$ cat src/logic/adc_acq_pkg.sv
`default_nettype none

package adc_acq_pkg;

    // dummy adc sample and data word packing
    localparam int SAMPLE_W = 12;
    localparam int SAMPLES_PER_WORD = 4;

    // output word is a kind code on top of a payload
    localparam int WORD_W = 64;
    localparam int KIND_W = 4;
    localparam int PAYLOAD_W = WORD_W - KIND_W;

    typedef enum logic [KIND_W-1:0] {
        KIND_FILL_HDR = 4'd1,
        KIND_WFM_HDR  = 4'd2,
        KIND_DATA     = 4'd3,
        KIND_CHECKSUM = 4'd4
    } word_kind_t;

    typedef struct packed {
        word_kind_t             kind;
        logic [PAYLOAD_W-1:0]   payload;
    } acq_word_t;

    // bit 0 from enable 0, bit 1 from enable 1, zero is readout mode
    typedef logic [1:0] fill_type_t;

    // data words per waveform, indexed by fill type
    localparam int BURST_CNT_W = 3;
    localparam logic [3:0][BURST_CNT_W-1:0] BURSTS_BY_TYPE = {3'd5, 3'd3, 3'd2, 3'd0};

    localparam int WAVEFORMS_PER_FILL = 3;
    localparam int WFM_CNT_W = $clog2(WAVEFORMS_PER_FILL);

    // idle cycles between waveforms
    localparam int GAP_CYCLES = 4;
    localparam int GAP_CNT_W = $clog2(GAP_CYCLES + 1);

    localparam int FILL_CNT_W = 16;

    // synchronizer depths
    localparam int SYNC_STAGES = 4;
    localparam int DONE_SYNC_STAGES = 2;

endpackage

`default_nettype wire

$ cat src/logic/adc_acq_ctrl_if.sv
`timescale 1ns/100ps
`default_nettype none

interface adc_acq_ctrl_if
    import adc_acq_pkg::*;
();

    // word request, one cycle, kind valid alongside
    logic                   emit;
    word_kind_t             kind;
    // context for the header words
    logic [WFM_CNT_W-1:0]   wfm_index;
    fill_type_t             fill_type;
    // restart the dummy sample counter
    logic                   dummy_reset;
    // clear the running checksum, lands with the fill header emit
    logic                   checksum_clear;
    // word handed over and ack released
    logic                   sent;

    modport sequencer (
        output emit,
        output kind,
        output wfm_index,
        output fill_type,
        output dummy_reset,
        output checksum_clear,
        input  sent
    );

    modport builder (
        input  emit,
        input  kind,
        input  wfm_index,
        input  fill_type,
        input  dummy_reset,
        input  checksum_clear,
        output sent
    );

endinterface

`default_nettype wire

$ cat src/logic/adc_acq_sync_decode.sv
`timescale 1ns/100ps
`default_nettype none

module adc_acq_sync_decode
    import adc_acq_pkg::*;
(
    input  logic        clk,
    input  logic        adc_acq_full_reset,
    input  logic        acq_enable0,
    input  logic        acq_enable1,
    input  logic        acq_trig,
    input  logic        ddr3_wr_done,
    output logic        acq_mode_enabled,
    output fill_type_t  fill_type,
    output logic        trig_sync,
    output logic        wr_done_sync
);

    // one row per stage, bits are {trig, enable1, enable0}
    logic [SYNC_STAGES-1:0][2:0]    in_sync;
    logic [DONE_SYNC_STAGES-1:0]    done_sync;
    logic [2:0]                     in_last;

    // last stage of the trigger and enable chains
    assign in_last = in_sync[SYNC_STAGES-1];

    always_ff @(posedge clk) begin
        if (adc_acq_full_reset) begin
            in_sync <= '0;
            done_sync <= '0;
        end else begin
            // shift toward the top stage
            in_sync <= {in_sync[SYNC_STAGES-2:0], {acq_trig, acq_enable1, acq_enable0}};
            done_sync <= {done_sync[DONE_SYNC_STAGES-2:0], ddr3_wr_done};
        end
    end

    assign trig_sync = in_last[2];
    assign wr_done_sync = done_sync[DONE_SYNC_STAGES-1];

    // fill type and mode registered from the synchronized enables
    always_ff @(posedge clk) begin
        if (adc_acq_full_reset) begin
            fill_type <= '0;
            acq_mode_enabled <= 1'b0;
        end else begin
            fill_type <= fill_type_t'(in_last[1:0]);
            // readout mode only when both enables are low
            acq_mode_enabled <= in_last[1] | in_last[0];
        end
    end

endmodule

`default_nettype wire

$ cat src/logic/adc_acq_sequencer.sv
`timescale 1ns/100ps
`default_nettype none

module adc_acq_sequencer
    import adc_acq_pkg::*;
(
    input  logic                    clk,
    input  logic                    adc_acq_full_reset,
    input  logic                    acq_mode_enabled,
    input  fill_type_t              fill_type,
    input  logic                    trig_sync,
    input  logic                    wr_done_sync,
    input  logic                    dummy_dat_reset_mode,
    adc_acq_ctrl_if.sequencer       ctrl,
    output logic                    acq_done,
    output logic                    sm_idle,
    output logic [FILL_CNT_W-1:0]   fill_count
);

    // one-hot bit positions
    typedef enum int unsigned {
        ST_IDLE,
        ST_FILL_HDR,
        ST_WFM_HDR,
        ST_RUN,
        ST_WFM_TEST,
        ST_GAP,
        ST_CHECKSUM,
        ST_WR_WAIT,
        ST_DONE,
        ST_NUM
    } state_idx_t;

    logic [ST_NUM-1:0]      state;
    logic [ST_NUM-1:0]      state_next;
    fill_type_t             fill_type_r;
    logic [BURST_CNT_W-1:0] burst_cnt;
    logic [WFM_CNT_W-1:0]   wfm_idx;
    logic [GAP_CNT_W-1:0]   gap_cnt;
    logic                   start_fill;
    logic                   last_wfm;
    logic                   emit_state;
    logic                   emit_state_next;
    logic                   enter_fill;
    logic                   enter_wfm;

    assign start_fill = state[ST_IDLE] & acq_mode_enabled & trig_sync;
    assign last_wfm = (wfm_idx == WFM_CNT_W'(WAVEFORMS_PER_FILL - 1));

    // states that hand a word to the builder
    assign emit_state = state[ST_FILL_HDR] | state[ST_WFM_HDR] | state[ST_RUN]
                      | state[ST_CHECKSUM];
    assign emit_state_next = state_next[ST_FILL_HDR] | state_next[ST_WFM_HDR]
                           | state_next[ST_RUN] | state_next[ST_CHECKSUM];
    assign enter_fill = state_next[ST_FILL_HDR] & ~state[ST_FILL_HDR];
    assign enter_wfm = state_next[ST_WFM_HDR] & ~state[ST_WFM_HDR];

    always_comb begin
        state_next = '0;
        case (1'b1)
            // armed and triggered
            state[ST_IDLE]:
                state_next[start_fill ? ST_FILL_HDR : ST_IDLE] = 1'b1;
            state[ST_FILL_HDR]:
                state_next[ctrl.sent ? ST_WFM_HDR : ST_FILL_HDR] = 1'b1;
            state[ST_WFM_HDR]:
                state_next[ctrl.sent ? ST_RUN : ST_WFM_HDR] = 1'b1;
            // one data word per pass, last burst leaves
            state[ST_RUN]:
                if (ctrl.sent && burst_cnt == BURST_CNT_W'(1))
                    state_next[ST_WFM_TEST] = 1'b1;
                else
                    state_next[ST_RUN] = 1'b1;
            state[ST_WFM_TEST]:
                state_next[last_wfm ? ST_CHECKSUM : ST_GAP] = 1'b1;
            state[ST_GAP]:
                state_next[gap_cnt == GAP_CNT_W'(1) ? ST_WFM_HDR : ST_GAP] = 1'b1;
            state[ST_CHECKSUM]:
                state_next[ctrl.sent ? ST_WR_WAIT : ST_CHECKSUM] = 1'b1;
            // memory writer still busy
            state[ST_WR_WAIT]:
                state_next[wr_done_sync ? ST_DONE : ST_WR_WAIT] = 1'b1;
            // hold until trigger drops, no retrigger
            state[ST_DONE]:
                state_next[trig_sync ? ST_DONE : ST_IDLE] = 1'b1;
            default:
                state_next[ST_IDLE] = 1'b1;
        endcase
    end

    // state and outputs, registered from the next state
    always_ff @(posedge clk) begin
        if (adc_acq_full_reset) begin
            state <= '0;
            state[ST_IDLE] <= 1'b1;
            ctrl.emit <= 1'b0;
            ctrl.kind <= KIND_FILL_HDR;
            ctrl.dummy_reset <= 1'b0;
            ctrl.checksum_clear <= 1'b0;
            acq_done <= 1'b0;
            sm_idle <= 1'b1;
        end else begin
            state <= state_next;
            // new word on entry, or again after the last one went out
            ctrl.emit <= emit_state_next & (~emit_state | ctrl.sent);
            ctrl.dummy_reset <= enter_fill | (enter_wfm & dummy_dat_reset_mode);
            ctrl.checksum_clear <= enter_fill;
            acq_done <= state_next[ST_DONE];
            sm_idle <= state_next[ST_IDLE];
            if (state_next[ST_FILL_HDR])
                ctrl.kind <= KIND_FILL_HDR;
            else if (state_next[ST_WFM_HDR])
                ctrl.kind <= KIND_WFM_HDR;
            else if (state_next[ST_RUN])
                ctrl.kind <= KIND_DATA;
            else if (state_next[ST_CHECKSUM])
                ctrl.kind <= KIND_CHECKSUM;
        end
    end

    // burst, waveform, gap and fill counters
    always_ff @(posedge clk) begin
        if (adc_acq_full_reset) begin
            fill_type_r <= '0;
            burst_cnt <= '0;
            wfm_idx <= '0;
            gap_cnt <= '0;
            fill_count <= '0;
        end else begin
            if (start_fill) begin
                fill_type_r <= fill_type;
                burst_cnt <= BURSTS_BY_TYPE[fill_type];
                wfm_idx <= '0;
            end
            if (state[ST_RUN] && ctrl.sent)
                burst_cnt <= burst_cnt - BURST_CNT_W'(1);
            // reload bursts and arm the gap for the next waveform
            if (state[ST_WFM_TEST]) begin
                burst_cnt <= BURSTS_BY_TYPE[fill_type_r];
                if (!last_wfm) begin
                    wfm_idx <= wfm_idx + WFM_CNT_W'(1);
                    gap_cnt <= GAP_CNT_W'(GAP_CYCLES);
                end
            end
            if (state[ST_GAP])
                gap_cnt <= gap_cnt - GAP_CNT_W'(1);
            if (state[ST_CHECKSUM] && ctrl.sent)
                fill_count <= fill_count + FILL_CNT_W'(1);
        end
    end

    assign ctrl.wfm_index = wfm_idx;
    assign ctrl.fill_type = fill_type_r;

endmodule

`default_nettype wire

$ cat src/logic/adc_acq_word_builder.sv
`timescale 1ns/100ps
`default_nettype none

module adc_acq_word_builder
    import adc_acq_pkg::*;
(
    input  logic                    clk,
    input  logic                    adc_acq_full_reset,
    input  logic [FILL_CNT_W-1:0]   fill_count,
    adc_acq_ctrl_if.builder         ctrl,
    input  logic                    out_ack,
    output logic                    out_req,
    output acq_word_t               out_word
);

    logic [SAMPLE_W-1:0]    sample_cnt;
    logic [PAYLOAD_W-1:0]   checksum;
    logic [PAYLOAD_W-1:0]   data_payload;
    acq_word_t              next_word;
    logic                   ack_seen;
    logic                   take_data;

    assign take_data = ctrl.emit & (ctrl.kind == KIND_DATA);

    // four consecutive samples, earliest in the low bits
    always_comb begin
        data_payload = '0;
        for (int i = 0; i < SAMPLES_PER_WORD; i++) begin
            data_payload[i*SAMPLE_W +: SAMPLE_W] = sample_cnt + SAMPLE_W'(i);
        end
    end

    // word mux on the requested kind
    always_comb begin
        next_word.kind = ctrl.kind;
        case (ctrl.kind)
            KIND_FILL_HDR: next_word.payload = PAYLOAD_W'({fill_count, ctrl.fill_type});
            KIND_WFM_HDR:  next_word.payload = PAYLOAD_W'(ctrl.wfm_index);
            KIND_DATA:     next_word.payload = data_payload;
            KIND_CHECKSUM: next_word.payload = checksum;
            default:       next_word.payload = '0;
        endcase
    end

    // dummy counter and running checksum
    always_ff @(posedge clk) begin
        if (ctrl.dummy_reset)
            sample_cnt <= '0;
        else if (take_data)
            sample_cnt <= sample_cnt + SAMPLE_W'(SAMPLES_PER_WORD);
        if (ctrl.checksum_clear)
            checksum <= '0;
        else if (take_data)
            checksum <= checksum ^ data_payload;
    end

    // word held while the request is up
    always_ff @(posedge clk) begin
        if (ctrl.emit)
            out_word <= next_word;
    end

    // four-phase handshake: req up, ack up, req down, ack down
    always_ff @(posedge clk) begin
        if (adc_acq_full_reset) begin
            out_req <= 1'b0;
            ack_seen <= 1'b0;
            ctrl.sent <= 1'b0;
        end else begin
            ctrl.sent <= 1'b0;
            if (ctrl.emit) begin
                out_req <= 1'b1;
            end else if (out_req && out_ack) begin
                out_req <= 1'b0;
                ack_seen <= 1'b1;
            end else if (ack_seen && !out_ack) begin
                // consumer released ack, word is done
                ack_seen <= 1'b0;
                ctrl.sent <= 1'b1;
            end
        end
    end

endmodule

`default_nettype wire

$ cat src/logic/adc_acq_top.sv
`timescale 1ns/100ps
`default_nettype none

module adc_acq_top
    import adc_acq_pkg::*;
(
    input  logic                clk,
    input  logic                adc_acq_full_reset,
    input  logic                acq_enable0,
    input  logic                acq_enable1,
    input  logic                acq_trig,
    input  logic                ddr3_wr_done,
    input  logic                dummy_dat_reset_mode,
    input  logic                out_ack,
    output logic                out_req,
    output logic [WORD_W-1:0]   out_word,
    output logic                acq_done,
    output logic                sm_idle
);

    logic                   acq_mode_enabled;
    fill_type_t             fill_type;
    logic                   trig_sync;
    logic                   wr_done_sync;
    logic [FILL_CNT_W-1:0]  fill_count;

    adc_acq_ctrl_if ctrl_if ();

    // input synchronizers and fill type decode
    adc_acq_sync_decode sync_decode_inst (
        .clk                (clk),
        .adc_acq_full_reset (adc_acq_full_reset),
        .acq_enable0        (acq_enable0),
        .acq_enable1        (acq_enable1),
        .acq_trig           (acq_trig),
        .ddr3_wr_done       (ddr3_wr_done),
        .acq_mode_enabled   (acq_mode_enabled),
        .fill_type          (fill_type),
        .trig_sync          (trig_sync),
        .wr_done_sync       (wr_done_sync)
    );

    // fill state machine
    adc_acq_sequencer sequencer_inst (
        .clk                    (clk),
        .adc_acq_full_reset     (adc_acq_full_reset),
        .acq_mode_enabled       (acq_mode_enabled),
        .fill_type              (fill_type),
        .trig_sync              (trig_sync),
        .wr_done_sync           (wr_done_sync),
        .dummy_dat_reset_mode   (dummy_dat_reset_mode),
        .ctrl                   (ctrl_if.sequencer),
        .acq_done               (acq_done),
        .sm_idle                (sm_idle),
        .fill_count             (fill_count)
    );

    // word assembly and output handshake
    adc_acq_word_builder word_builder_inst (
        .clk                (clk),
        .adc_acq_full_reset (adc_acq_full_reset),
        .fill_count         (fill_count),
        .ctrl               (ctrl_if.builder),
        .out_ack            (out_ack),
        .out_req            (out_req),
        .out_word           (out_word)
    );

endmodule

`default_nettype wire

$ cat config.mk
export PLATFORM = sky130hd
export DESIGN_NAME = adc_acq_top
export DESIGN_NICKNAME = d
export VERILOG_FILES = /design/src/logic/adc_acq_pkg.sv /design/src/logic/adc_acq_ctrl_if.sv /design/src/logic/adc_acq_sync_decode.sv /design/src/logic/adc_acq_sequencer.sv /design/src/logic/adc_acq_word_builder.sv /design/src/logic/adc_acq_top.sv
export SDC_FILE = /design/constraint.sdc
export NUM_CORES = 1
export LEC_CHECK = 0
export ABC_AREA = 1
export BUFFER_PORTS_ARGS = -buffer_cell sky130_fd_sc_hd__buf_2
export CORE_MARGIN = 8
export CORE_UTILIZATION = 40
export DETAILED_ROUTE_END_ITERATION = 6
export GPL_ROUTABILITY_DRIVEN = 0
export HOLD_SLACK_MARGIN = 0.12
export SKIP_CTS_REPAIR_TIMING = 1
export SLEW_MARGIN = 20
export SYNTH_ARGS = -nofsm -noshare
export SYNTH_HDL_FRONTEND = slang
export SYNTH_SLANG_ARGS = --single-unit
$ cat constraint.sdc
create_clock -name clk -period 7.7 [get_ports clk]
set_clock_uncertainty 0.2 [all_clocks]
set_input_delay 2.31 -clock clk [delete_from_list [all_inputs] [get_ports clk]]
set_output_delay 2.31 -clock clk [all_outputs]
set_load 0.01 [all_outputs]
==> impl_metrics.yaml <==
timing:
  fin_crit_sh: 0.461
  rsz0062_at_grt: "no"
  setup_viol: 0
  fmax_mhz: 281
  worstMarginPinSlew_ns: 0.957
  finalHoldViolCount: 0
  finalMaxSlewViolations: 0
  tns_ns: 0
  period_needed_ns: 3.55
  finalWorstSetupSlack_ns: 4.15
  slew_headroom: 0.360
die:
  initial_core_util: 0.402
  die_area_um2: 21600
  die_x_um: 147
  core_area_um2: 17100
  rows: 48
  die_height_um: 147
  io_pins: 75
yosys:
  ys_seq_elements: 165
  synth_common_cells: "nor2_1 (153), inv_1 (142), dfxtp_1 (115), nand2_1 (90), o21ai_0 (53)"
  ys.warnings.count: 0
  async_flop_share: 0
  syn_area_um2: 6860
  synth_top_area_share: 0.335
  synth_top_cell_by_area: "dfxtp_1"
  ys_top_cells_by_area: "dfxtp_1 (34%), edfxtp_1 (22%), nor2_1 (8.4%)"
  avgSynthCellArea_um2: 8.41
  synth_edf_count: 50
  yosys.cell_count.top_type: "nor2_1"
  ys_types: 32
  syn_inst: 816
  ys_seq_area_frac: 0.554
  ys.flop_type: "dfxtp_1"
power:
  ir_drop_mv: 0.153
  p_leak_uw: 0.00302
  power_density_nw_per_um2: 214
clock_network:
  htree_levels: 4
  path_clk_slew_ns: 0.06
  ctsLongestPathBuffers: 2
  clkLatencyLatePin_ns: 0.42
  cts_tree: "done"
  clkSinkCount: 165
  clock_tree.root_cell: "clkbuf_16"
  numCtsBuffers: 17
setup_path:
  critical-path-top-delay-family: "flip-flops"
  cp-start-kind: "flip-flop"
  worstPathMaxFanout: 6
  cp_slowest_cell: "dfxtp_1"
  cp_data_required_time_ns: 5.19
  path_buf_inv: 1
  cp.arrival_ns: 1.04
  worst_setup_path_end_kind: "output port"
  worstSetupPathType: "reg2out"
  crit_chain: "buf_2"
  cpPeakStageDelay_ns: 0.44
grt:
  antenna_found_initial: 0
  grt_overflow: 0
  grt_max_degree: 54
  grt_pass1_vias: 4902
  track_usage: 0.140
  grt_first_pass_wirelength_um: 24200
drt:
  vias: 5187
  wl_per_cell_um: 12.9
  drcViolationCount: 0
  wl_um: 14400
  drtIter0Drc: 310
  dr.pass1.iters: 5
  vias_per_cell: 4.65
  drtAntennaViolNets: 0
place:
  post-dp-hpwl_um: 10100
  portBuffers: 60
  place_inst: 1084
  place_ws_ns: 3.72
  post_dp_cell_area_um2: 7330
final_layout:
  stdcell_area_um2: 7860
  nNetsFinal: 894
  drive_above_1_share: 0.134
  antennaDiodeCount: 0
  num-fill-cells: 1646
  finalNonFillerCells: 1116
  area_delta_synth_final_pct: 14.5
run_status:
  outcome: "complete, no violations"
worst_hold_path:
  hold_class: "reg2reg"
flow_run:
  maxCapViolCount: 0
[sequential cells by signal, indices dropped and copies added, names as in the netlist, 9 cells and up]
name	cells
sequencer_inst.fill_count	16
sequencer_inst.state	9
sync_decode_inst.in_sync	9
word_builder_inst.checksum	44
word_builder_inst.out_word	50
word_builder_inst.sample_cnt	10
[metal layers]
layer	vias up	global-route usage	wire [um]
li1	2722	-	-
met1	2328	0.179	6880
met2	122	0.218	6500
met3	15	0.0468	890
met4	0	0.0469	177
met5	-	0	0
[layout make-up]
cell class | instances | area (um^2) | area share
sequential | 165 | 3800 | 0.484
tap | 225 | 282 | 0.0358
clock buffer | 23 | 448 | 0.0570
timing repair buffer | 63 | 323 | 0.0411
multi-input combinational | 485 | 2370 | 0.301
inverter | 146 | 553 | 0.0704
clock inverter | 9 | 81.3 | 0.0103
[cell families after synthesis]
kind of cell	after synthesis	share of synthesized area
AO/OA/AOI/OAI	109	0.0897
buffers and inverters	179	0.108
XOR/XNOR	5	0.00638
AND/OR/NAND/NOR	349	0.227
other	1	0.000546
adder cells (fa/ha/maj)	8	0.0146
flip-flops	165	0.554
[report_power, final]
group / internal [uW] / switching [uW]
clock: 442 / 327
sequential: 893 / 1.56
combinational: 4.29 / 12.2
[metrics by stage]
| stage | hold slack, ns | util | power [uW] |
|---|---|---|---|
| final | 0.203 | 0.461 | 1680 |
| after global placement | 0.192 | 0.430 | 930 |
| after global routing | 0.222 | 0.461 | 1740 |
| after floorplan | 0.188 | - | 931 |
| after detailed placement | 0.197 | 0.430 | 930 |
| after CTS | 0.205 | 0.461 | 1700 |
[path summary, 6_finish.rpt]
kind,slack (ns),cells past startpoint,from,to
max,4.15,1,sequencer_inst.state[0],sm_idle
min,0.20,2,sync_decode_inst.in_sync[1],sync_decode_inst.in_sync[4]
max reg2reg,5.45,4,sequencer_inst.ctrl.kind[0],word_builder_inst.out_word[8]
min reg2reg,0.20,2,sync_decode_inst.in_sync[1],sync_decode_inst.in_sync[4]
[cell usage in the layout, fill, tap and decap left out, types with 2 or more instances in the layout]
cell type	n
conb_1	14
o21ai_0	53
nor2_2	4
o221ai_1	15
a21oi_1	32
nand2_2	10
edfxtp_1	50
clkinvlp_4	2
nand4_1	11
ha_1	8
nor4_1	2
inv_2	3
nor2_1	153
nor2_4	9
nand2_1	90
buf_4	3
o211ai_1	2
dfxtp_1	114
nand3_1	20
o22ai_1	4
clkinv_2	3
clkinv_4	2
buf_2	60
xor2_1	4
clkbuf_1	6
nor3_1	47
clkbuf_16	17
inv_1	142
nand3_2	2
No activity file was read; power rests on OpenSTA's default activity.
